## config.mk

```make
export PLATFORM = sky130hd
export DESIGN_NAME = wb_resp_port
export DESIGN_NICKNAME = d
export VERILOG_FILES = /design/src/source/memctrl_pkg.sv /design/src/source/wb_resp_port.sv
export VERILOG_INCLUDE_DIRS = /design/src /design/src/include
export SDC_FILE = /design/constraint.sdc
export NUM_CORES = 1
export LEC_CHECK = 0
export BUFFER_PORTS_ARGS = -buffer_cell sky130_fd_sc_hd__buf_2
export CORE_AREA = 2 2 83 85
export DETAILED_ROUTE_END_ITERATION = 6
export DIE_AREA = 0 0 85 87
export PLACE_DENSITY = 0.59
export SLEW_MARGIN = 10
export SYNTH_ARGS = -nofsm -noshare
export SYNTH_HDL_FRONTEND = slang
export SYNTH_SLANG_ARGS = --single-unit
```

## constraint.sdc

```tcl
create_clock -name vclk -period 0.85
set_input_delay 0 -clock vclk [all_inputs]
set_output_delay 0 -clock vclk [all_outputs]
set_load 0.05 [all_outputs]
```

## src/include/memctrl_settings.svh

```systemverilog
/* Geometry macros of the cache directory and data memory controller
   Ways, sets, words per line, tag and data widths */

`ifndef MEMCTRL_SETTINGS_SVH
`define MEMCTRL_SETTINGS_SVH

// Associativity
`define MC_WAYS 4

// Sets per way, one directory entry each
`define MC_SETS 16

// Words per cache line
`define MC_LINE_WORDS 4

`define MC_TAG_W 8
`define MC_DATA_W 32

`endif

```

## src/source/memctrl_pkg.sv

```systemverilog
/* Package with the geometry constants and the shared types:
   addresses, directory entries, captured requests and lookup results */

`include "memctrl_settings.svh"

package memctrl_pkg;

    localparam int unsigned WAYS       = `MC_WAYS;
    localparam int unsigned SETS       = `MC_SETS;
    localparam int unsigned LINE_WORDS = `MC_LINE_WORDS;

    typedef logic [WAYS-1:0]               way_vec_t;
    typedef logic [$clog2(SETS)-1:0]       set_t;
    typedef logic [$clog2(LINE_WORDS)-1:0] word_idx_t;
    typedef logic [`MC_TAG_W-1:0]          tag_t;
    typedef logic [`MC_DATA_W-1:0]         data_word_t;

    // Word address as seen on the bus
    typedef struct packed {
        tag_t      tag;
        set_t      set;
        word_idx_t word;
    } wb_adr_t;

    typedef struct packed {
        logic valid;
        tag_t tag;
    } dir_entry_t;

    // Request held for the whole transfer
    typedef struct packed {
        logic       we;
        tag_t       tag;
        set_t       set;
        word_idx_t  word;
        data_word_t data;
    } mem_req_t;

    // Hit way, or the victim way on a miss
    typedef struct packed {
        logic     hit;
        way_vec_t way;
    } lookup_t;

endpackage

```

## src/source/wb_resp_port.sv

```systemverilog
/* Wishbone response side: ack and err generation and hit way word select */

module wb_resp_port
    import memctrl_pkg::*;
(
    input  logic                  resp_i,
    input  mem_req_t              req_i,
    input  lookup_t               lookup_res_i,
    input  data_word_t [WAYS-1:0] way_words_i,
    output logic                  wb_ack_o,
    output logic                  wb_err_o,
    output data_word_t            wb_dat_o
);

    logic rd_hit;

    // Writes always complete, read misses fail
    assign wb_ack_o = resp_i && (req_i.we || lookup_res_i.hit);
    assign wb_err_o = resp_i && !req_i.we && !lookup_res_i.hit;
    assign rd_hit   = resp_i && !req_i.we && lookup_res_i.hit;

    // AND-OR select over the one-hot hit way
    always_comb begin
        wb_dat_o = '0;
        for (int w = 0; w < WAYS; w++) begin
            if (rd_hit && lookup_res_i.way[w]) begin
                wb_dat_o = wb_dat_o | way_words_i[w];
            end
        end
    end

endmodule
```

==> results of run 1 <==
[power by group]
part	switching, mW	internal, mW
registers	0	0
clock network	0	0
logic	0.575	0.508
total	0.575	0.508
[per-stage QoR]
stage / instances / setup TNS, ns / cell area [µm²]
global route: 359 / -0.0656 / 1930
global placement: 359 / -0.0673 / 1820
floorplan: 114 / -6.10 / 816
finish: 359 / 0 / 1930
CTS: 359 / 0 / 1860
detailed placement: 359 / -0.106 / 1820
[Yosys cell counts (all sizes together)]
master / instances
o21a: 1
nand3b: 1
nor3b: 1
buf: 15
a21oi: 32
a22oi: 64
[how the worst max path moves through the flow]
| stage | depth (start not counted) | slack, ns | endpoint | start |
|---|---|---|---|---|
| final | 5 | 0.03 | wb_dat_o[28] | req_i[46] |
| after global routing | 5 | -0.03 | wb_dat_o[19] | lookup_res_i[1] |
| after CTS | 5 | 0.00009 | wb_dat_o[17] | req_i[46] |
| after detailed placement | 5 | -0.03 | wb_dat_o[11] | lookup_res_i[0] |
| after global placement | 5 | -0.03 | wb_dat_o[11] | lookup_res_i[0] |
| after floorplan | 3 | -0.25 | wb_dat_o[10] | req_i[46] |
[routing by layer]
metal  vias to the layer above  global-route usage  share of wire
met2                       121               0.205           0.51
met1                       761               0.133           0.38
met3                         4              0.0190           0.10
met5                         -                   0              0
met4                         0              0.0115         0.0077
li1                        822                   -              -
[critical path: stages]
cell and delay [ns]:
buf_2 0.10, nand3b_4 0.17, buf_12 0.17, a21oi_1 0.13
clkbuf_4 0.25
[final cells by class]
type               count  share of cell area
multi-input cells     99               0.374
well taps             80              0.0519
repair buffers       180               0.574
[kinds of logic (layout without fill, tap and decap cells)]
group / count (synthesis) / in the layout
AO/OA/AOI/OAI: 97 / 97
buffers and inverters: 15 / 180
AND/OR/NAND/NOR: 2 / 2
[repair_timing]
item / 4_1_cts / 5_1_grt
gates resized for setup: 15 / 33
hold buffers: 0 / 0
endpoints found under the setup margin: 15 / 23
==> reports/metrics.cfg, run 1 <==
[status]
status=finished clean

[sta]
layout_min_cycle_time_ns=0.821
worst_slack_ns=0.0291
rsz0062_at_grt=true
finalSetupViolCount=0
timing.final.hold_violations=0
slew_headroom=0.836
worst_pin_slew_ns=0.248
hold_slack_ns=0.381
finalMaxSlewViolations=0
min_period_over_period=0.966
timing.fmax_mhz=1220

[synthesis]
synth.distinct_cells=8
ys_seq_area_frac=0
syn_area_um2=796
synth_nets=295
yosysTopAreaCell=a22oi_1
synthMuxAreaShare=0
synth_top_family_by_area=compound AO/OA/AOI/OAI gates
synth-xor-area-share=0
synth-compound-area-share=0.824
synth_top_area_frac=0.604
synth_fa_ha_area_frac=0
ys_top_cells_by_area=a22oi_1 60%, a21oi_1 19%, buf_6 8.5%, buf_2 5.7%, nand3b_4 2.5%
syn_inst=114
synth-simple-area-share=0.0346
synth.avg_cell_area_um2=6.98
yosysWarnings=0

[min_path]
whs_path_depth=3
hold_class=in -> out
holdPathEnd=wb_err_o
min_from=lookup_res_i[4]

[route]
drc=0
drt_iter0_drc=39
dr.pass1.iters=4
route.vias.total=1708
detail_route.wl_per_cell_um=13.4
via_per_inst=4.76
wirelength_mm=4.79
drtAntennaViolNets=0

[floorplanning]
die_h_um=87
core_area_um2=6570
design.die.area_um2=7400
ios=215
die_x_um=85
start_util=0.121
fp-row-count=30

[place]
dp_slack_ns=-0.0326
gp_congestion=0.726
dpl.hpwl_mm=3.89
port_buffers=169

[global_routing]
grtUsageTotal=0.109
grt_antenna_before_repair=0
grt_pass1_vias=1521
grt_overflow=0
grt_start_max_net_pins=22
grt_pass1_wl_mm=6.85

[layout]
drive_above_1_share=0.688
area_growth_pct=142
antenna_cells=0
fillCellCount=723
regArea_um2=0
fin_nets=462
layout_common_cells=137 x buf_2, 61 x a22oi_1, 25 x a21oi_1
seq_cell_count=0
final_common_cell=buf_2
nClkBuffers=0
multiInputGateArea_um2=722
utilization=0.294

[pwr]
p_leak_nw=1.04
total_power_mw=1.08
ir_drop_uv=250
power.density_nw_per_um2=561

[worst_setup_path]
path_class=in -> out
crit_required_ns=0.85
worstPathArrival_ns=0.82
startpoint_type=input pin
cp-end-kind=primary output
critPathMaxFanout=20

[cts]
cts_setup_buffers=0

[flow_run]
drv_cap=0

(Power assumes the default switching activity.)
==> run 2, diff against run 1 <==
--- a/config.mk
+++ b/config.mk
@@ -11,6 +11,7 @@
 export DETAILED_ROUTE_END_ITERATION = 6
 export DIE_AREA = 0 0 85 87
 export PLACE_DENSITY = 0.59
+export RECOVER_POWER = 100
 export SLEW_MARGIN = 10
 export SYNTH_ARGS = -nofsm -noshare
 export SYNTH_HDL_FRONTEND = slang
==> reports/metrics.cfg, run 2 (same netlist as run 1, synthesis figures left out) <==
[floorplanning]
fp-row-count=30
die_x_um=85
start_util=0.121
die_h_um=87
core_area_um2=6570
ios=215
design.die.area_um2=7400

[worst_setup_path]
cp-end-kind=primary output
cpMaxStageDelayCell=clkbuf_4
worstPathArrival_ns=0.83
startpoint_type=input pin
crit_chain=buf_2, nand3b_4, buf_12, a21oi_1, clkbuf_4
crit_required_ns=0.85
critPathLaunch=req_i[46]
critPathMaxFanout=20
slowest_delay_ns=0.25
path_class=in -> out

[cts]
cts_hold_buf=0
cts_resized=15
cts_setup_buffers=0

[layout]
layout_common_cells=133 x buf_2, 61 x a22oi_1, 25 x a21oi_1
design_area_um2=1920
fillCellCount=724
seq_cell_count=0
regArea_um2=0
final_common_cell=buf_2
drive_above_1_share=0.688
nClkBuffers=0
fin_nets=462
area_growth_pct=142
antenna_cells=0

[min_path]
min_from=lookup_res_i[4]
hold_class=in -> out
holdPathEnd=wb_err_o
whs_path_depth=3

[global_routing]
grt_pass1_wl_mm=6.85
grt_antenna_before_repair=0
grtUsageTotal=0.109
grt_pass1_vias=1521
grt_overflow=0
grt_start_max_net_pins=22

[sta]
finalSetupViolCount=0
timing.fmax_mhz=1210
finalMaxSlewViolations=0
slew_headroom=0.817
worst_pin_slew_ns=0.276
min_period_over_period=0.975
tns_ns=0
timing.final.hold_violations=0
rsz0062_at_grt=true
layout_min_cycle_time_ns=0.829

[place]
dpl.hpwl_mm=3.89
place_area_um2=1820
port_buffers=169
gp_congestion=0.726

[route]
via_per_inst=4.73
wirelength_mm=4.78
dr.pass1.iters=4
drc=0
detail_route.wl_per_cell_um=13.3
route.vias.total=1698
drt_iter0_drc=40
drtAntennaViolNets=0

[flow_run]
drv_cap=0

[status]
status=finished clean

[pwr]
p_leak_nw=1.04
ir_drop_uv=250
power.density_nw_per_um2=560

==> run 2: changes by cell type in the layout (fill, tap and decap cells not counted) <==
cell	change
buf_2	-4
buf_4	-4
clkbuf_2	+4
clkbuf_4	+4
buf_12	-1
buf_8	+1
==> run 2: power breakdown <==
part	leakage [nW]	switching (mW)	internal (mW)	total, mW
clock network	0	0	0	0
logic	1.04	0.574	0.504	1.08
registers	0	0	0	0
total	1.04	0.574	0.504	1.08
==> run 2: layout make-up <==
class | instances | area (µm²) | area share
tap | 80 | 100 | 0.0520
timing repair buffer | 180 | 1100 | 0.573
multi-input combinational | 99 | 722 | 0.375
==> run 2: worst max path at each step <==
stage	end	slack (ns)	depth (start not counted)
2_1_floorplan	wb_dat_o[10]	-0.25	3
3_3_place_gp	wb_dat_o[11]	-0.03	5
3_5_place_dp	wb_dat_o[11]	-0.03	5
4_1_cts	wb_dat_o[17]	0.00009	5
5_1_grt	wb_dat_o[17]	-0.03	5
6_report	wb_dat_o[28]	0.02	5
==> run 2: routing by layer <==
metal,global-route usage,up-vias,wire length [µm],part of all wire
met5,0,-,0,0
met1,0.133,757,1790,0.37
met2,0.205,117,2470,0.52
li1,-,822,-,-
met3,0.0190,2,494,0.10
met4,0.0115,0,24,0.0050
==> run 2: critical path, delay by kind of cell <==
kind | cells | cell delay [ns]
buffers and inverters | 3 | 0.52
and+or+nand+nor | 1 | 0.17
AOI/OAI and AO/OA | 1 | 0.13
==> run 2: metrics by stage <==
step           hold slack, ns  setup WS [ns]  instances  total power [mW]  utilization
2_1_floorplan           0.101         -0.248        114             0.545            -
3_3_place_gp            0.382        -0.0302        359              1.02        0.277
3_5_place_dp            0.383        -0.0326        359              1.03        0.277
4_1_cts                 0.383      0.0000882        359              1.05        0.283
5_1_grt                 0.431        -0.0310        359              1.16        0.293
6_report                0.408         0.0213        359              1.08        0.293
