`config.mk`:
```
export PLATFORM = sky130hd
export DESIGN_NAME = dir_ctrl
export DESIGN_NICKNAME = d
export VERILOG_FILES = /design/src/source/memctrl_pkg.sv /design/src/source/dir_ctrl.sv /design/src/source/sync_sram.sv
export VERILOG_INCLUDE_DIRS = /design/src /design/src/include
export SDC_FILE = /design/constraint.sdc
export NUM_CORES = 1
export LEC_CHECK = 0
export BUFFER_PORTS_ARGS = -buffer_cell sky130_fd_sc_hd__buf_2
export CAP_MARGIN = 25
export CELL_PAD_IN_SITES_DETAIL_PLACEMENT = 1
export CELL_PAD_IN_SITES_GLOBAL_PLACEMENT = 1
export CORE_MARGIN = 10
export CORE_UTILIZATION = 55
export DETAILED_ROUTE_END_ITERATION = 8
export PLACE_DENSITY = 0.89
export SYNTH_ARGS = -nofsm -noshare
export SYNTH_HDL_FRONTEND = slang
export SYNTH_HIERARCHICAL = 1
export SYNTH_SLANG_ARGS = --single-unit
```
`constraint.sdc`:
```
create_clock -name clk_i -period 5 [get_ports clk_i]
set_input_delay 0.75 -clock clk_i [delete_from_list [all_inputs] [get_ports clk_i]]
set_output_delay 0.75 -clock clk_i [all_outputs]
set_load 0.02 [all_outputs]
```
`src/include/memctrl_settings.svh`:
```
/* Geometry macros of the cache directory and data memory controller
   Ways, sets, words per line, tag and data widths */

`ifndef MEMCTRL_SETTINGS_SVH
`define MEMCTRL_SETTINGS_SVH

// Associativity
`define MC_WAYS 4

// Sets per way, one directory entry each
`define MC_SETS 16

// Words per cache line
`define MC_LINE_WORDS 4

`define MC_TAG_W 8
`define MC_DATA_W 32

`endif

```
`src/source/memctrl_pkg.sv`:
```
/* Package with the geometry constants and the shared types:
   addresses, directory entries, captured requests and lookup results */

`include "memctrl_settings.svh"

package memctrl_pkg;

    localparam int unsigned WAYS       = `MC_WAYS;
    localparam int unsigned SETS       = `MC_SETS;
    localparam int unsigned LINE_WORDS = `MC_LINE_WORDS;

    typedef logic [WAYS-1:0]               way_vec_t;
    typedef logic [$clog2(SETS)-1:0]       set_t;
    typedef logic [$clog2(LINE_WORDS)-1:0] word_idx_t;
    typedef logic [`MC_TAG_W-1:0]          tag_t;
    typedef logic [`MC_DATA_W-1:0]         data_word_t;

    // Word address as seen on the bus
    typedef struct packed {
        tag_t      tag;
        set_t      set;
        word_idx_t word;
    } wb_adr_t;

    typedef struct packed {
        logic valid;
        tag_t tag;
    } dir_entry_t;

    // Request held for the whole transfer
    typedef struct packed {
        logic       we;
        tag_t       tag;
        set_t       set;
        word_idx_t  word;
        data_word_t data;
    } mem_req_t;

    // Hit way, or the victim way on a miss
    typedef struct packed {
        logic     hit;
        way_vec_t way;
    } lookup_t;

endpackage

```
`src/source/dir_ctrl.sv`:
```
/* Directory controller: init sweep, directory RAMs per way, tag compare,
   round-robin victim pointers and allocation on write misses */

module dir_ctrl
    import memctrl_pkg::*;
(
    input  logic     clk_i,
    input  logic     rst_ni,
    input  mem_req_t req_i,
    input  logic     lookup_i,
    input  logic     resp_i,
    output logic     ready_o,
    output lookup_t  lookup_res_o
);

    localparam int unsigned PTR_W = $clog2(WAYS);

    typedef logic [PTR_W-1:0] ptr_t;

    logic                  init_done_q;
    set_t                  init_set_q;
    ptr_t [SETS-1:0]       rr_q;
    set_t                  dir_addr;
    way_vec_t              dir_cs;
    way_vec_t              dir_we;
    dir_entry_t            dir_wentry;
    dir_entry_t [WAYS-1:0] dir_rentry;
    way_vec_t              hit_vec;
    way_vec_t              victim_vec;
    logic                  hit;
    logic                  alloc;

    // Clear one set per cycle after reset
    always_ff @(posedge clk_i or negedge rst_ni) begin
        if (!rst_ni) begin
            init_done_q <= 1'b0;
            init_set_q  <= '0;
        end else if (!init_done_q) begin
            init_set_q  <= init_set_q + 1'b1;
            init_done_q <= (init_set_q == set_t'(SETS - 1));
        end
    end

    assign ready_o = init_done_q;

    always_comb begin
        dir_addr   = req_i.set;
        dir_cs     = '0;
        dir_we     = '0;
        dir_wentry = '{valid: 1'b1, tag: req_i.tag};
        if (!init_done_q) begin
            dir_addr   = init_set_q;
            dir_cs     = '1;
            dir_we     = '1;
            dir_wentry = '0;
        end else if (lookup_i) begin
            dir_cs = '1;
        end else if (alloc) begin
            dir_cs = victim_vec;
            dir_we = victim_vec;
        end
    end

    for (genvar w = 0; w < WAYS; w++) begin : gen_dir_way
        sync_sram #(
            .payload_t (dir_entry_t),
            .DEPTH     (SETS)
        ) i_dir_sram (
            .clk_i   (clk_i),
            .rst_ni  (rst_ni),
            .cs_i    (dir_cs[w]),
            .we_i    (dir_we[w]),
            .addr_i  (dir_addr),
            .wdata_i (dir_wentry),
            .rdata_o (dir_rentry[w])
        );

        assign hit_vec[w] = dir_rentry[w].valid && (dir_rentry[w].tag == req_i.tag);
    end

    assign hit        = |hit_vec;
    assign victim_vec = way_vec_t'(1) << rr_q[req_i.set];
    assign alloc      = resp_i && req_i.we && !hit;

    assign lookup_res_o = '{hit: hit, way: hit ? hit_vec : victim_vec};

    // Pointer moves only when its way has been taken
    always_ff @(posedge clk_i or negedge rst_ni) begin
        if (!rst_ni) begin
            rr_q <= '0;
        end else if (alloc) begin
            rr_q[req_i.set] <= rr_q[req_i.set] + 1'b1;
        end
    end

    hit_onehot_a: assert property (@(posedge clk_i) disable iff (!rst_ni)
        resp_i |-> $onehot0(hit_vec))
        else $error("tag present in more than one way");

endmodule

```
`src/source/sync_sram.sv`:
```
/* Single-port synchronous RAM with a generic payload type */

module sync_sram
    import memctrl_pkg::*;
#(
    parameter type         payload_t = data_word_t,
    parameter int unsigned DEPTH     = 16
) (
    input  logic                     clk_i,
    input  logic                     rst_ni,
    input  logic                     cs_i,
    input  logic                     we_i,
    input  logic [$clog2(DEPTH)-1:0] addr_i,
    input  payload_t                 wdata_i,
    output payload_t                 rdata_o
);

    payload_t mem_q [DEPTH];

    always_ff @(posedge clk_i) begin
        if (cs_i && we_i) begin
            mem_q[addr_i] <= wdata_i;
        end
    end

    // Read port holds its value until the next read
    always_ff @(posedge clk_i or negedge rst_ni) begin
        if (!rst_ni) begin
            rdata_o <= '0;
        end else if (cs_i && !we_i) begin
            rdata_o <= mem_q[addr_i];
        end
    end

endmodule

```
==> results.py, run 1 <==
metrics = {
    "finish": {
        "fillers": 4011,
        "syn_to_final_growth_pct": 11.8,
        "final_core_util": 0.622,
        "layout-drive-gt1-share": 0.241,
        "final_net_count": 1582,
        "fin_area_mm2": 0.0297,
    },
    "setup_path": {
        "max_stage_delay_ps": 630,
        "crit_path_start_kind": "primary input",
        "criticalPathCategory": "in -> reg",
        "critPathTopFamily": "simple AND/OR/NAND/NOR gates",
        "worstPathCellList": "buf_2 -> mux4_2 -> mux2_2 -> o21ai_1 -> buf_4 -> ha_1 -> nand2b_1 -> o21ai_0 -> nand2_1 -> or3_1 -> nor3_1 -> buf_4",
        "slowest_stage": "o21ai_0",
        "cp.arrival_ps": 4300,
        "critical_path.max_fanout": 19,
        "required_ps": 5300,
        "path_buf_inv": 3,
        "critPathCaptureType": "flip-flop",
        "rrSetupSlack_ps": 1160,
        "crit_top_cell": "buf_4",
    },
    "synth": {
        "synth_flop_cell": "edfxtp_1",
        "syn-cell-area_mm2": 0.0266,
        "synth.area.top_cells": "edfxtp_1 65%, mux4_2 8.2%, dfrtp_1 6.9%",
        "synthXorXnorAreaFrac": 0.0115,
        "syn_nets": 1494,
        "synth_top_family_by_area": "multiplexers",
        "synth_adder_area_share": 0.00235,
        "synth-warning-count": 6,
        "synth.ff_latch_count": 649,
        "post-synth-top-area-cell": "edfxtp_1",
        "syn_inst": 1438,
        "ys_seq_area_frac": 0.719,
        "yosys.cell_types.count": 54,
        "async_reset_ff_frac": 0.112,
        "synth_mux_area_frac": 0.153,
        "synthDominantCellAreaShare": 0.651,
        "synth-simple-area-share": 0.0576,
        "syn_area_per_cell_um2": 18.5,
        "synth_compound_area_frac": 0.0314,
        "synth_edf_count": 576,
    },
    "flow_run": {
        "maxCapViolCount": 0,
    },
    "cts": {
        "clock-sinks": 649,
        "h-tree-depth": 3,
        "cts_tree": "yes",
        "cts_setup_buffers": 0,
        "clk_latency_ps": 630,
        "cts_buffer_depth": 3,
        "postCtsResizedCells": 0,
        "cts_root_buffer": "clkbuf_16",
        "ctsHoldBuffers": 0,
        "path_clk_slew_ps": 60,
        "numCtsBuffers": 66,
    },
    "global_route": {
        "grt_max_degree": 116,
        "antenna_found_initial": 1,
        "grt.total_usage": 0.242,
        "grt_pass1_vias": 15600,
        "grt_pass1_wl_um": 103000,
        "grt_overflow_total": 0,
    },
    "outcome": {
        "status": "finished, final reports clean",
    },
    "pwr": {
        "power_per_cell_area_mw_per_mm2": 401,
        "p_leak_nw": 9.93,
        "ir_drop_mv": 0.364,
    },
    "sta": {
        "worst_pin_slew_ps": 1020,
        "fmax_ghz": 0.250,
        "rsz0062_at_grt": "no",
        "report.final.slew_viol_count": 0,
        "hold_viol_final": 0,
        "slew-limit-headroom": 0.319,
        "period_share": 0.801,
        "setup_ws_ps": 997,
        "skew_ps": 43.4,
        "tns_ps": 0,
        "finalSetupViolations": 0,
        "period_minus_slack_ps": 4000,
    },
    "floorplanning": {
        "core-area_mm2": 0.0477,
        "die_w_um": 240,
        "rows": 80,
        "die_area_mm2": 0.0575,
        "die_y_um": 240,
        "pin_count": 57,
        "initial_core_util": 0.557,
    },
    "route": {
        "wirelength_um": 68400,
        "vias": 14400,
        "avgRoutedWirePerCell_um": 31.2,
        "dr.pass1.iters": 5,
        "detail-route-antenna-nets": 0,
        "drtIter0Drc": 1718,
        "avgViaCountPerCell": 6.53,
        "drcViolationCount": 0,
    },
    "placement": {
        "gp_congestion": 0.828,
        "dpl.hpwl_um": 39800,
        "place_area_mm2": 0.0276,
        "portBuffers": 22,
        "place_ws_ps": 313,
    },
    "hold_path": {
        "hold_class": "in -> async",
    },
}
## cell usage in the layout, fill, tap and decap left out, types with 19 or more instances in the layout
master / count
mux2_2: 21
clkbuf_1: 19
mux4_2: 97
nor2_1: 91
xnor2_1: 35
edfxtp_1: 576
nor3_1: 32
and2_1: 28
nand2_1: 19
clkbuf_16: 66
dfrtp_1: 72
o32a_1: 24
buf_2: 21
o221ai_1: 24
mux2i_1: 121
buf_4: 88
## metrics by stage
step | hold slack, ps | power, W | cells
after CTS | 358 | 0.0120 | 2190
after floorplan | 454 | 0.00689 | 1438
after detailed placement | 483 | 0.00720 | 2070
after global routing | 0.661 | 0.0122 | 2193
after global placement | 475 | 0.00712 | 2069
final | 5.25 | 0.0119 | 2196
## cell families after synthesis
family	after synthesis
flops	649
simple gates	277
mux	264
compound gates	110
buf+inv	98
xor+xnor	35
fa+ha+maj	5
## sequential cells by signal (all words and copies together), names as in the netlist
register	cells
gen_dir_way.i_dir_sram/mem_q	576
gen_dir_way.i_dir_sram/rdata_o	36
init_set_q	4
ready_o	1
rr_q	32
## power breakdown
| part | internal [W] | leakage, nW | switching (W) |
|---|---|---|---|
| Clock | 0.00268 | 1.01 | 0.00210 |
| Sequential | 0.00603 | 5.86 | 0.000100 |
| Combinational | 0.000415 | 3.06 | 0.000576 |
| Total | 0.00913 | 9.93 | 0.00278 |
## worst paths after layout
path                                                               to                            startpoint  depth (start not counted)
worst max-delay path            gen_dir_way[2].i_dir_sram/mem_q[0][5]                             req_i[34]                         12
min in group clk_i                                           rr_q[18]                              rr_q[18]                          1
worst min register to register                               rr_q[18]                              rr_q[18]                          1
worst max register to register   gen_dir_way[1].i_dir_sram/rdata_o[7]  gen_dir_way[3].i_dir_sram/rdata_o[7]                          9
max in group asynchronous                                     ready_o                                rst_ni                          2
worst min-delay path                                         rr_q[24]                                rst_ni                          1
## layer usage
metal | share of wire | vias up | global-route usage | routed length (um)
met5 | 0 | - | 0 | 0
met4 | 0.035 | 0 | 0.0911 | 2430
met3 | 0.074 | 166 | 0.0442 | 5090
met2 | 0.50 | 699 | 0.403 | 34400
met1 | 0.39 | 7564 | 0.313 | 26500
li1 | - | 5921 | - | -
## cell usage after synthesis (all sizes together) (8+ instances only)
cell type	instances
mux4	105
or3b	9
nor2	91
nand2	20
buf	64
nor3	33
a21oi	12
clkbuf	31
edfxtp	576
o21ai	17
xnor2	35
mux2	38
nand4	10
a21o	8
o22ai	12
or3	13
mux2i	121
nor4	15
a22oi	12
and2	36
dfrtp	73
nor2b	8
o221ai	24
o32a	24
nand2b	16
or2	8
## final cells by class
class | instances | area (um2) | area share
clock buffer | 89 | 1780 | 0.0598
multi-input combinational | 691 | 6860 | 0.231
sequential | 649 | 19100 | 0.644
timing repair buffer | 115 | 881 | 0.0296
tap | 615 | 769 | 0.0259
antenna | 3 | 7.51 | 0.000253
clock inverter | 31 | 288 | 0.00968
inverter | 3 | 13.8 | 0.000463
Note: power is estimated with default switching activity, not from simulation.
==> run 2, diff against run 1 <==
clock period = 3.8 ns   (was 5 ns; I/O delays follow)
==> run 2 against run 1 <==
Register-to-register slack got worse by 890 ps. Sequential power rose by 32%. Die area did not move. Critical path type is now reg -> out. Largest cell class unchanged. Largest power group unchanged.
==> results.py, run 2 (synthesis results as in run 1) <==
metrics = {
    "outcome": {
        "status": "finished, final reports clean",
    },
    "floorplanning": {
        "core-area_mm2": 0.0477,
        "initial_core_util": 0.557,
        "die_y_um": 240,
        "die_area_mm2": 0.0575,
        "rows": 80,
        "pin_count": 57,
        "die_w_um": 240,
    },
    "cts": {
        "h-tree-depth": 3,
        "cts_buffer_depth": 3,
        "ctsHoldBuffers": 0,
        "postCtsResizedCells": 0,
        "numCtsBuffers": 68,
        "cts_root_buffer": "clkbuf_16",
        "path_clk_slew_ps": 60,
        "cts_setup_buffers": 0,
        "clock-sinks": 649,
        "cts_tree": "yes",
        "clk_latency_ps": 620,
    },
    "placement": {
        "dpl.hpwl_um": 41700,
        "gp_congestion": 0.814,
        "dpl.cell_count": 2116,
        "portBuffers": 22,
    },
    "sta": {
        "period_minus_slack_ps": 3540,
        "hold_viol_final": 0,
        "skew_ps": 37.3,
        "worst_pin_slew_ps": 850,
        "rsz0062_at_grt": "no",
        "fmax_ghz": 0.283,
        "slew-limit-headroom": 0.433,
        "report.final.slew_viol_count": 0,
        "finalSetupViolations": 0,
        "period_share": 0.930,
    },
    "setup_path": {
        "cp.arrival_ps": 2970,
        "cp-endpoint": "lookup_res_o[1]",
        "rrSetupSlack_ps": 270,
        "crit_path_start_kind": "flip-flop",
        "required_ps": 3230,
        "r2r_end": "gen_dir_way[0].i_dir_sram/mem_q[8][0]",
        "r2r_cells": 12,
        "critical_path.max_fanout": 3,
        "timing.rr.start": "rr_q[31]",
        "criticalPathCategory": "reg -> out",
        "critPathCaptureType": "output port",
        "startpoint": "rr_q[22]",
    },
    "global_route": {
        "grt_use_met3": 0.0483,
        "grt_pass1_wl_um": 102000,
        "grt_overflow_total": 0,
        "grt.busiest_layer": "met2",
        "use_met1": 0.301,
        "grt_max_degree": 74,
        "antenna_found_initial": 2,
        "grt_pass1_vias": 15800,
        "grt.total_usage": 0.240,
        "use_met2": 0.408,
    },
    "route": {
        "drcViolationCount": 0,
        "avgRoutedWirePerCell_um": 30.7,
        "avgViaCountPerCell": 6.45,
        "detail-route-antenna-nets": 0,
        "dr.pass1.iters": 5,
        "wirelength_um": 68900,
        "vias": 14500,
        "drtIter0Drc": 1642,
    },
    "finish": {
        "final_core_util": 0.637,
        "reg.largest.list": "gen_dir_way.i_dir_sram/mem_q x576, gen_dir_way.i_dir_sram/rdata_o x36, rr_q x32",
        "largest_register_ffs": 576,
        "multi_input_area_mm2": 0.00693,
        "fillers": 3974,
        "layout-drive-gt1-share": 0.274,
        "stdcell_count": 2245,
        "final_cell_mix": "576 x edfxtp_1, 128 x buf_4, 121 x mux2i_1",
        "syn_to_final_growth_pct": 14.4,
        "final_net_count": 1631,
        "final_common_cell": "edfxtp_1",
        "largest-register": "gen_dir_way.i_dir_sram/mem_q",
        "regArea_mm2": 0.0191,
    },
    "flow_run": {
        "maxCapViolCount": 0,
    },
    "pwr": {
        "p_leak_nw": 10.3,
        "ir_drop_mv": 0.428,
        "power_per_cell_area_mw_per_mm2": 531,
    },
    "hold_path": {
        "hold_class": "in -> async",
    },
}
run 2: cell types whose count changed in the layout (fill, tap and decap cells not counted), sizes merged:
cell | previous run | this run
dlygate4sd3 | 0 | 1
diode | 3 | 1
buf | 114 | 161
clkbuf | 90 | 95
bufinv | 3 | 4
inv | 7 | 4
run 2: worst max-delay path, stage by stage (launching register included):
cell and delay, ps:
dfrtp_1 380, mux4_2 480, mux2_2 280, o21ai_1 270
buf_4 180, inv_1 50, ha_1 200, buf_4 150
a21o_2 210, buf_2 160
run 2: report_power, final:
| part | internal, W | switching, W |
|---|---|---|
| clock network | 0.00390 | 0.00277 |
| logic | 0.000604 | 0.000774 |
| registers | 0.00794 | 0.000150 |
| total | 0.0124 | 0.00369 |
run 2: worst min path at each step:
stage,cells past startpoint,endpoint,from,slack [ps]
CTS,1,init_set_q[1],rst_ni,160
global route,2,rr_q[29],rst_ni,340
finish,2,rr_q[24],rst_ni,340
detailed placement,1,rr_q[27],rr_q[27],490
floorplan,0,gen_dir_way[0].i_dir_sram/rdata_o[0],rst_ni,270
global placement,1,rr_q[4],rr_q[4],490
run 2: metal layers:
layer,part of all wire,routed length [um]
met2,0.51,35200
met4,0.036,2500
met3,0.068,4660
met5,0.00013,9
met1,0.39,26600
run 2: layout make-up:
cell class,count,area share
clock inverter,29,0.00926
antenna,1,0.0000823
timing repair buffer,162,0.0438
clock buffer,95,0.0644
sequential,649,0.629
inverter,3,0.000453
tap,615,0.0253
multi-input combinational,691,0.228
run 2: stage by stage:
step	setup slack (ps)	hold WS, ps	area, um2	power, W	setup TNS [ps]
2_1_floorplan	-134	274	26700	0.00907	-11190
3_3_place_gp	-171	487	28100	0.00945	-1710
3_5_place_dp	-320	493	28100	0.00955	-29770
4_1_cts	111	162	30300	0.0162	0
5_1_grt	100	338	30400	0.0166	0
6_report	265	342	30400	0.0161	0
