### src/include/memctrl_settings.svh
/* Geometry macros of the cache directory and data memory controller
   Ways, sets, words per line, tag and data widths */

`ifndef MEMCTRL_SETTINGS_SVH
`define MEMCTRL_SETTINGS_SVH

// Associativity
`define MC_WAYS 4

// Sets per way, one directory entry each
`define MC_SETS 16

// Words per cache line
`define MC_LINE_WORDS 4

`define MC_TAG_W 8
`define MC_DATA_W 32

`endif

### src/source/memctrl_pkg.sv
/* Package with the geometry constants and the shared types:
   addresses, directory entries, captured requests and lookup results */

`include "memctrl_settings.svh"

package memctrl_pkg;

    localparam int unsigned WAYS       = `MC_WAYS;
    localparam int unsigned SETS       = `MC_SETS;
    localparam int unsigned LINE_WORDS = `MC_LINE_WORDS;

    typedef logic [WAYS-1:0]               way_vec_t;
    typedef logic [$clog2(SETS)-1:0]       set_t;
    typedef logic [$clog2(LINE_WORDS)-1:0] word_idx_t;
    typedef logic [`MC_TAG_W-1:0]          tag_t;
    typedef logic [`MC_DATA_W-1:0]         data_word_t;

    // Word address as seen on the bus
    typedef struct packed {
        tag_t      tag;
        set_t      set;
        word_idx_t word;
    } wb_adr_t;

    typedef struct packed {
        logic valid;
        tag_t tag;
    } dir_entry_t;

    // Request held for the whole transfer
    typedef struct packed {
        logic       we;
        tag_t       tag;
        set_t       set;
        word_idx_t  word;
        data_word_t data;
    } mem_req_t;

    // Hit way, or the victim way on a miss
    typedef struct packed {
        logic     hit;
        way_vec_t way;
    } lookup_t;

endpackage

### src/source/wb_req_port.sv
/* Wishbone request side: transfer acceptance, request capture
   and the idle, lookup, respond sequencer */

module wb_req_port
    import memctrl_pkg::*;
(
    input  logic       clk_i,
    input  logic       rst_ni,
    input  logic       wb_cyc_i,
    input  logic       wb_stb_i,
    input  logic       wb_we_i,
    input  wb_adr_t    wb_adr_i,
    input  data_word_t wb_dat_i,
    input  logic       ready_i,
    output mem_req_t   req_o,
    output logic       lookup_o,
    output logic       resp_o
);

    typedef enum logic [1:0] {
        ST_IDLE,
        ST_LOOKUP,
        ST_RESP
    } state_e;

    state_e state_q;
    state_e state_d;
    logic   accept;

    assign accept = wb_cyc_i && wb_stb_i && ready_i && (state_q == ST_IDLE);

    always_comb begin
        state_d = state_q;
        unique case (state_q)
            ST_IDLE: begin
                if (accept) begin
                    state_d = ST_LOOKUP;
                end
            end
            ST_LOOKUP: state_d = ST_RESP;
            ST_RESP:   state_d = ST_IDLE;
            default:   state_d = ST_IDLE;
        endcase
    end

    always_ff @(posedge clk_i or negedge rst_ni) begin
        if (!rst_ni) begin
            state_q <= ST_IDLE;
        end else begin
            state_q <= state_d;
        end
    end

    // Request fields taken at acceptance
    always_ff @(posedge clk_i) begin
        if (accept) begin
            req_o <= '{we:   wb_we_i,
                       tag:  wb_adr_i.tag,
                       set:  wb_adr_i.set,
                       word: wb_adr_i.word,
                       data: wb_dat_i};
        end
    end

    assign lookup_o = (state_q == ST_LOOKUP);
    assign resp_o   = (state_q == ST_RESP);

    accept_ready_a: assert property (@(posedge clk_i) disable iff (!rst_ni)
        (lookup_o || resp_o) |-> ready_i)
        else $error("transfer in flight while directory not ready");

endmodule

### config.mk
export PLATFORM = sky130hd
export DESIGN_NAME = wb_req_port
export DESIGN_NICKNAME = d
export VERILOG_FILES = /design/src/source/memctrl_pkg.sv /design/src/source/wb_req_port.sv
export VERILOG_INCLUDE_DIRS = /design/src /design/src/include
export SDC_FILE = /design/constraint.sdc
export NUM_CORES = 1
export LEC_CHECK = 0
export BUFFER_PORTS_ARGS = -buffer_cell sky130_fd_sc_hd__buf_2
export CAP_MARGIN = 0
export CORE_UTILIZATION = 40
export DETAILED_ROUTE_END_ITERATION = 16
export PLACE_DENSITY = 0.77
export SLEW_MARGIN = 40
export SYNTH_ARGS = -nofsm -noshare
export SYNTH_HDL_FRONTEND = slang
export SYNTH_SLANG_ARGS = --single-unit
### constraint.sdc
create_clock -name clk_i -period 3.95 [get_ports clk_i]
set_input_delay 0.395 -clock clk_i [delete_from_list [all_inputs] [get_ports clk_i]]
set_output_delay 0.395 -clock clk_i [all_outputs]
set_load 0.02 [all_outputs]
==> flow_summary_export.csv, run 1 <==
group,metric,value,unit
run_status,status,"complete, no violations",
cts,cts_tree,"built",
logic_synthesis,synthTopCellsByCount,"edfxtp_1 (47), dfrtp_1 (2), nor2_1 (2)",
grt,grt_pass1_vias,965,
sta,whs,0.270,ns
final_layout,drive_gt1_frac,0.681,
logic_synthesis,synthSimpleGateAreaFrac,0.0363,
setup_path,critPathMaxFanout,5,
sta,tightest_slew,0.242,ns
setup_path,r2r_start,"state_q[0]$_DFFE_PN0P_",
flow_run,maxCapViolCount,0,
setup_path,required,3.56,ns
cts,cts.sinks,49,
setup_path,r2r_cells,3,
die,die_w,63.6,µm
pwr,leakage,0.000963,µW
grt,grt_max_degree,25,
sta,finalCriticalPeriod,1.53,ns
setup_path,start_kind,"flip-flop",
die,dieArea,4040,µm²
pwr,p_sw,196,µW
logic_synthesis,synth_fa_ha_area_frac,0,
die,core,3660,µm²
worst_hold_path,hold_class,"input port to flip-flop",
setup_path,rr_endpoint,"req_o[23]$_DFFE_PP_",
sta,max_slew_margin,0.838,
sta,setup_tns,0,ns
logic_synthesis,synth_fp_nets,107,
route,wl_per_cell,12.9,µm
logic_synthesis,synth_top_area_share,0.931,
route,routed_wl,2750,µm
pwr,switching_share,0.196,
route,vias,920,
logic_synthesis,synth_edf_count,47,
logic_synthesis,synth.most_common_cell,"edfxtp_1",
sta,final-hold-violation-count,0,
route,drt_iter0_markers,26,
pwr,pwr_density_cell,445,nW/µm²
die,start_util,0.414,
logic_synthesis,yosys-top-cells-area,"edfxtp_1 (93%), dfrtp_1 (3.3%), nand4b_4 (1.6%)",
setup_path,crit_path_max_incr_delay,0.46,ns
route,first_pass_iters,2,
die,ios,101,
logic_synthesis,synth_top_family_by_area,"simple AND/OR/NAND/NOR gates",
cts,clk_pin_slew,0.08,ns
sta,finalCritPeriodShare,0.387,
setup_path,crit_type,"flip-flop to output pin",
pwr,p_seq_frac,0.590,
pwr,total_power,1000,µW
setup_path,cp-end-kind,"output pin",
sta,slew_viol_final,0,
placed_design,portBuffers,100,
logic_synthesis,synth_top_flop_cell,"edfxtp_1",
sta,setup_ws,2.42,ns
grt,grt_pass1_wl,4210,µm
final_layout,antenna_cells,0,
cts,numCtsBuffers,5,
setup_path,reg2reg_slack,2.57,ns
grt,grt_antenna_before_repair,0,
sta,worst_clock_skew,0.00879,ns
cts,clk_path_buf_depth,2,
logic_synthesis,ys_ff_latch,49,
die,placementRows,22,
logic_synthesis,async_reset_ff_frac,0.0408,
die,fp.dieH,63.6,µm
setup_path,slowest_stage,"dfrtp_1",
placed_design,gp_congestion,0.650,
setup_path,path_cells,"and2b_2 > buf_2",
logic_synthesis,yosys.area.top_type,"edfxtp_1",
pwr,combPwrFrac,0.070,
pwr,peakVddDrop,349,µV
route,via_per_inst,4.30,
worst_hold_path,holdPathStages,1,
logic_synthesis,synthCells,55,
grt,grt_overflow,0,
logic_synthesis,synth_compound_area_frac,0,
final_layout,areaGrowthSynthToFinish,48.2,%
logic_synthesis,yosysWarnings,0,
logic_synthesis,ys_types,7,
worst_hold_path,min_from,"wb_adr_i[12]",
route,drcViolationCount,0,
sta,setup_violations,0,
logic_synthesis,netlist_area,1520,µm²
setup_path,crit_arrival,1.13,ns
cts,htreeDepth,2,
cts,root_buffer,"clkbuf_8",
pwr,p_int,804,µW
sta,max_freq,0.655,GHz
placed_design,place_ws,2.52,ns
worst_hold_path,hold_end,"req_o[44]$_DFFE_PP_",
cts,insertion_delay,0.29,ns
grt,grt_use_total,0.147,
logic_synthesis,syn_avg_cell_area,27.6,µm²
pwr,pwr-share-clk,0.340,
sta,rsz0062_at_grt,"no",
logic_synthesis,yosysSeqAreaShare,0.964,
logic_synthesis,synth_xor_area_frac,0,
cts,ctsResizeCount,0,
logic_synthesis,synth.area.mux_share,0,
final_layout,layout.nets,217,
route,final_antenna_net_count,0,
## cell type report
| class | count | area (µm²) |
|---|---|---|
| Sequential cell | 49 | 1460 |
| Fill cell | 277 | 1410 |
| Timing Repair Buffer | 103 | 553 |
| Clock buffer | 5 | 68.8 |
| Multi-Input combinational cell | 6 | 62.6 |
| Tap cell | 48 | 60.1 |
| Clock inverter | 3 | 41.3 |
## through the flow
step | instance area, µm² | std cells | utilization
finish | 2250 | 214 | 0.614
global route | 2250 | 214 | 0.614
CTS | 2250 | 214 | 0.614
detailed placement | 2130 | 205 | 0.581
global placement | 2080 | 203 | 0.569
floorplan | 1520 | 55 | -
## repair_timing
item / CTS / global route
endpoints found under the hold margin: 2 / 0
endpoints found under the setup margin: 0 / 0
hold buffers: 1 / 0
setup buffers: 0 / 0
## critical path: cells and delay by family, from the launching register on
kind / cells / cell delay, ns
simple gates: 1 / 0.23
buf+inv: 1 / 0.15
flops: 1 / 0.46
## cell usage in the layout (no fill, tap or decap), types with 2 or more instances in the layout
| master | count |
|---|---|
| edfxtp_1 | 47 |
| clkbuf_8 | 5 |
| buf_2 | 100 |
| dfrtp_1 | 2 |
## per-layer routing
layer | share of wire | GRT usage | up-vias
li1 | - | - | 434
met2 | 0.50 | 0.242 | 63
met1 | 0.36 | 0.144 | 421
met4 | 0.011 | 0.0767 | 0
met3 | 0.13 | 0.0851 | 2
met5 | 0 | 0 | -
## registers in the layout, summed over array words and instances (netlist names)
signal	flops
req_o	47
state_q	2
## power by group through the flow
stage / sequential [µW] / clock, µW / combinational [µW]
5_1_grt: 592 / 360 / 75.5
2_1_floorplan: 620 / 0 / 8.68
3_3_place_gp: 602 / 0 / 63.7
4_1_cts: 591 / 348 / 71.0
6_report: 590 / 340 / 70.0
3_5_place_dp: 602 / 0 / 70.4
## worst max-delay path by stage
stage                          endpoint                   start  cells past startpoint
floorplan            req_o[0]$_DFFE_PP_  state_q[0]$_DFFE_PN0P_                      2
global placement    req_o[23]$_DFFE_PP_                 ready_i                      3
detailed placement  req_o[30]$_DFFE_PP_                 ready_i                      4
CTS                              resp_o  state_q[1]$_DFFE_PN0P_                      2
global route                     resp_o  state_q[1]$_DFFE_PN0P_                      2
finish                           resp_o  state_q[1]$_DFFE_PN0P_                      2
## logic make-up after synthesis
| logic type | Yosys count |
|---|---|
| flops | 49 |
| simple gates | 6 |
Power figures use the tool's default switching activity.
==> inputs of run 2 (changes only) <==
Clock period 3.95 ns to 1.44 ns, I/O delays scaled along.
==> run 2 against run 1 <==
Hold slack got worse by 0.25 ns. Critical path depth up 1. Final cell count increased by 8.4%. Clock power up 130%. Clock skew decreased by 0.00094 ns. Register-to-register slack got worse by 2.4 ns. Critical path type is now flip-flop to flip-flop. Critical endpoint is now req_o[41]$_DFFE_PP_.
==> flow_summary_export.csv, run 2 (synthesized netlist as in run 1, its figures left out) <==
group,metric,value,unit
setup_path,crit_path_max_incr_delay,0.42,ns
placed_design,dp_cells,205,
final_layout,areaGrowthSynthToFinish,58.4,%
pwr,pwr_density_cell,1090,nW/µm²
sta,tightest_slew,0.238,ns
run_status,status,"complete, no violations",
worst_hold_path,hold_class,"input port to flip-flop",
sta,slew_viol_final,0,
sta,finalCritPeriodShare,0.897,
sta,setup_ws,0.149,ns
route,vias,1011,
placed_design,place_ws,0.175,ns
cts,cts.sinks,49,
die,die_w,63.6,µm
sta,whs,0.0153,ns
final_layout,final_cell_area,2400,µm²
pwr,peakVddDrop,791,µV
sta,worst_clock_skew,0.00785,ns
placed_design,dpl_cell_area,2120,µm²
sta,setup_tns,0,ns
setup_path,slowest_stage,"dfrtp_1",
setup_path,path_cells,"nand4b_4 > nor2_4 > buf_12",
sta,finalCriticalPeriod,1.29,ns
cts,numCtsBuffers,5,
sta,rsz0062_at_grt,"no",
placed_design,dpl.hpwl,2070,µm
setup_path,crit_type,"flip-flop to flip-flop",
grt,grt_use_total,0.157,
placed_design,portBuffers,100,
route,via_per_inst,4.36,
final_layout,largest_register_ffs,47,
die,core,3660,µm²
final_layout,drive_gt1_frac,0.614,
cts,ctsResizeCount,0,
die,start_util,0.414,
placed_design,gp_congestion,0.764,
final_layout,layout_commonest_cell,"buf_2",
route,first_pass_iters,4,
grt,grt_overflow,0,
final_layout,stdcell_count,232,
grt,grt_antenna_before_repair,0,
route,routed_wl,3340,µm
cts,clk_path_buf_depth,2,
final_layout,final_cell_mix,"buf_2 (100), edfxtp_1 (47), dlygate4sd3_1 (19), clkbuf_8 (5)",
setup_path,crit_arrival,1.29,ns
final_layout,antenna_cells,0,
route,drt_iter0_markers,25,
cts,cts_tree,"built",
route,wl_per_cell,14.4,µm
sta,final-hold-violation-count,0,
die,fp.dieH,63.6,µm
sta,max_slew_margin,0.842,
sta,max_freq,0.774,GHz
die,dieArea,4040,µm²
cts,root_buffer,"clkbuf_8",
die,placementRows,22,
route,drcViolationCount,0,
setup_path,cp-end-kind,"flip-flop",
sta,setup_violations,0,
setup_path,required,1.44,ns
cts,clk_pin_slew,0.09,ns
die,ios,101,
grt,grt_pass1_vias,976,
route,final_antenna_net_count,0,
flow_run,maxCapViolCount,0,
grt,grt_pass1_wl,4360,µm
cts,insertion_delay,0.30,ns
grt,grt_max_degree,30,
cts,htreeDepth,2,
final_layout,top_regs,"req_o x47, state_q x2",
setup_path,critPathMaxFanout,29,
final_layout,layout.nets,235,
setup_path,start_kind,"flip-flop",
pwr,leakage,0.00102,µW
final_layout,regMostFlops,"req_o",
[run 2: changes by cell type in the layout (fill, tap and decap cells not counted), sizes merged]
cell / delta
bufinv: -1
clkinv: -1
dlygate4sd3: +18
clkbuf: +1
clkinvlp: +1
[run 2: final timing paths]
| check | from | end | slack, ns | cells past startpoint |
|---|---|---|---|---|
| setup / recovery | state_q[0]$_DFFE_PN0P_ | req_o[41]$_DFFE_PP_ | 0.15 | 3 |
| hold / removal | wb_dat_i[20] | req_o[20]$_DFFE_PP_ | 0.02 | 1 |
| setup reg to reg | state_q[0]$_DFFE_PN0P_ | req_o[41]$_DFFE_PP_ | 0.15 | 3 |
| hold reg to reg | state_q[1]$_DFFE_PN0P_ | state_q[1]$_DFFE_PN0P_ | 0.58 | 1 |
| max in group asynchronous | rst_ni | state_q[1]$_DFFE_PN0P_ | 1.19 | 2 |
| min in group asynchronous | rst_ni | state_q[0]$_DFFE_PN0P_ | 0.15 | 2 |
[run 2: layer usage]
layer / global-route usage / vias to the layer above / part of all wire
met2: 0.261 / 69 / 0.54
met3: 0.101 / 6 / 0.12
li1: - / 472 / -
met4: 0.0938 / 0 / 0.020
met5: 0 / - / 0
met1: 0.139 / 464 / 0.32
[run 2: stage by stage]
stage	util	total power (µW)
after floorplan	-	1730
after global placement	0.580	1840
after detailed placement	0.580	1840
after CTS	0.610	2620
after global routing	0.656	2730
final	0.656	2620
[run 2: timing repair]
item                                    CTS  global route
hold buffers                              2            17
buffers inserted                          0             0
endpoints found under the setup margin    0             0
endpoints found under the hold margin     3            17
[run 2: layout make-up]
cell class	count	area (µm²)
multi-input combinational	6	62.6
timing repair buffer	121	731
tap	48	60.1
fill	258	1260
clock inverter	2	15.0
clock buffer	6	72.6
sequential	49	1460
[run 2: power breakdown]
group / total, µW / switching, µW / internal [µW]
sequential: 1620 / 12.2 / 1610
clock: 768 / 426 / 342
combinational: 233 / 114 / 120
[run 2: worst max-delay path, delay by kind of cell (launching register included)]
family | cells | cell delay [ns]
buffers and inverters | 1 | 0.21
flip-flops | 1 | 0.42
AND/OR/NAND/NOR | 2 | 0.36
==> inputs of run 3 (changes only) <==
Settings changed: BUFFER_PORTS_ARGS -buffer_cell sky130_fd_sc_hd__buf_2 to unset, CORE_UTILIZATION 40 to 50, DONT_BUFFER_PORTS set to 1, PLACE_DENSITY 0.77 to unset, TNS_END_PERCENT set to 50.
==> run 3 against run 2 <==
The flow now finishes with violations (DRC). Die area down 19%. Fmax shrank 5.3%. Routed wire length down 14%. Non-clock buffer count down 68. Flip-flop and latch count unchanged. Clock power is 31% lower. Final cell count decreased by 37%. Power is 10% lower. Clock skew grew 0.0023 ns. First-iteration DRC count is 56% higher. Setup slack worse by 0.072 ns. Critical endpoint is now state_q[0]$_DFFE_PN0P_.
==> flow_summary_export.csv, run 3 (synthesized netlist as in run 1, its figures left out) <==
group,metric,value,unit
route,via_per_inst,5.17,
setup_path,cp-end-kind,"flip-flop",
final_layout,fillers,150,
setup_path,path_cells,"nand4b_4 > dlygate4sd3_1 > nor2_1",
placed_design,place_ws,0.178,ns
sta,worst_clock_skew,0.0102,ns
die,start_util,0.541,
die,fp.dieH,57.1,µm
placed_design,dpl.hpwl,1690,µm
die,placementRows,19,
sta,max_freq,0.733,GHz
pwr,pwr-share-clk,0.226,
grt,grt_overflow,0,
final_layout,layout.nets,167,
setup_path,slowest_stage,"dlygate4sd3_1",
sta,max_slew_margin,0.725,
cts,numCtsBuffers,5,
route,final_antenna_net_count,0,
route,vias,755,
run_status,status,"finished, violations left",
final_layout,antenna_cells,0,
run_status,violations,"DRC",
cts,ctsResizeCount,0,
route,drcViolationCount,16,
die,ios,101,
die,die_w,57.1,µm
pwr,total_power,2360,µW
setup_path,crit_type,"flip-flop to flip-flop",
final_layout,largest_register_ffs,47,
pwr,leakage,0.000745,µW
final_layout,utilization,0.769,
placed_design,portBuffers,0,
setup_path,crit_path_max_incr_delay,0.58,ns
pwr,p_seq_frac,0.709,
sta,slew_viol_final,0,
pwr,pwr_density_cell,1090,nW/µm²
final_layout,top_regs,"req_o x47, state_q x2",
sta,rsz0062_at_grt,"no",
pwr,switching_share,0.197,
pwr,p_sw,465,µW
grt,grt_pass1_vias,805,
route,first_pass_iters,10,
route,routed_wl,2880,µm
grt,grt_max_degree,30,
cts,clk_pin_slew,0.12,ns
final_layout,areaGrowthSynthToFinish,42.3,%
final_layout,final_cell_area,2160,µm²
sta,finalCritPeriodShare,0.947,
cts,root_buffer,"clkbuf_4",
sta,setup_violations,0,
placed_design,gp_congestion,0.623,
flow_run,maxCapViolCount,0,
pwr,combPwrFrac,0.065,
pwr,p_int,1890,µW
placed_design,dpl_cell_area,1600,µm²
setup_path,critPathMaxFanout,4,
grt,grt_use_total,0.183,
sta,setup_tns,0,ns
final_layout,final_cell_mix,"dlygate4sd3_1 (51), edfxtp_1 (47), clkbuf_4 (5), buf_12 (2), dfrtp_1 (2)",
cts,htreeDepth,2,
cts,cts_tree,"built",
route,drt_iter0_markers,39,
cts,cts_setup_buffers,0,
sta,setup_ws,0.0762,ns
route,wl_per_cell,19.7,µm
die,dieArea,3260,µm²
pwr,peakVddDrop,795,µV
sta,final-hold-violation-count,0,
cts,clk_path_buf_depth,2,
worst_hold_path,hold_class,"input port to flip-flop",
grt,grt_pass1_wl,4080,µm
final_layout,drive_gt1_frac,0.0957,
grt,grt_antenna_before_repair,0,
setup_path,crit_arrival,1.64,ns
sta,tightest_slew,0.411,ns
final_layout,layout_commonest_cell,"dlygate4sd3_1",
cts,insertion_delay,0.34,ns
setup_path,required,1.71,ns
final_layout,regMostFlops,"req_o",
setup_path,start_kind,"flip-flop",
die,core,2810,µm²
sta,finalCriticalPeriod,1.36,ns
cts,cts.sinks,49,
[run 3: what timing repair did]
action | 4_1_cts | 5_1_grt
endpoints found under the setup margin | 0 | 0
hold endpoints to repair | 50 | 2
hold buffers | 50 | 1
[run 3: through the flow]
step	std cells	hold slack, ns
5_1_grt	146	0.239
2_1_floorplan	55	-0.152
3_3_place_gp	88	-0.152
6_report	146	0.261
4_1_cts	145	0.00524
3_5_place_dp	88	-0.152
[run 3: path summary, 6_finish.rpt]
check,cells after the start,endpoint,slack [ns],start
min in group asynchronous,2,state_q[1]$_DFFE_PN0P_,0.55,rst_ni
setup reg to reg,3,state_q[0]$_DFFE_PN0P_,0.08,state_q[0]$_DFFE_PN0P_
max in group asynchronous,2,state_q[0]$_DFFE_PN0P_,0.77,rst_ni
hold reg to reg,1,state_q[1]$_DFFE_PN0P_,0.58,state_q[0]$_DFFE_PN0P_
hold / removal,3,req_o[42]$_DFFE_PP_,0.26,ready_i
setup / recovery,3,state_q[0]$_DFFE_PN0P_,0.08,state_q[0]$_DFFE_PN0P_
[run 3: layer usage]
| layer | part of all wire | track usage | vias to the layer above |
|---|---|---|---|
| met5 | 0 | 0 | - |
| met2 | 0.57 | 0.358 | 62 |
| met1 | 0.29 | 0.142 | 351 |
| li1 | - | - | 333 |
| met3 | 0.11 | 0.102 | 9 |
| met4 | 0.026 | 0.0732 | 0 |
[run 3: power by group through the flow]
stage / combinational [µW] / clock [µW] / sequential (µW)
final: 154 / 533 / 1670
after CTS: 148 / 544 / 1670
after global routing: 165 / 601 / 1680
after detailed placement: 40.3 / 0 / 1710
after global placement: 37.6 / 0 / 1700
after floorplan: 25.0 / 0 / 1700
[run 3: final cells by class]
cell class              instances  area [µm²]  area share
clock buffers                   6        41.3      0.0191
clock inverters                 1        3.75     0.00174
multi-input cells               6        62.6      0.0290
flip-flops and latches         49        1460       0.677
well taps                      31        38.8      0.0180
repair buffers                 53         551       0.255
[run 3: critical path, delay by kind of cell, from the launching register on]
kind	cells	cell delay, ns
buffers and inverters	1	0.58
flip-flops	1	0.42
AND/OR/NAND/NOR	2	0.31
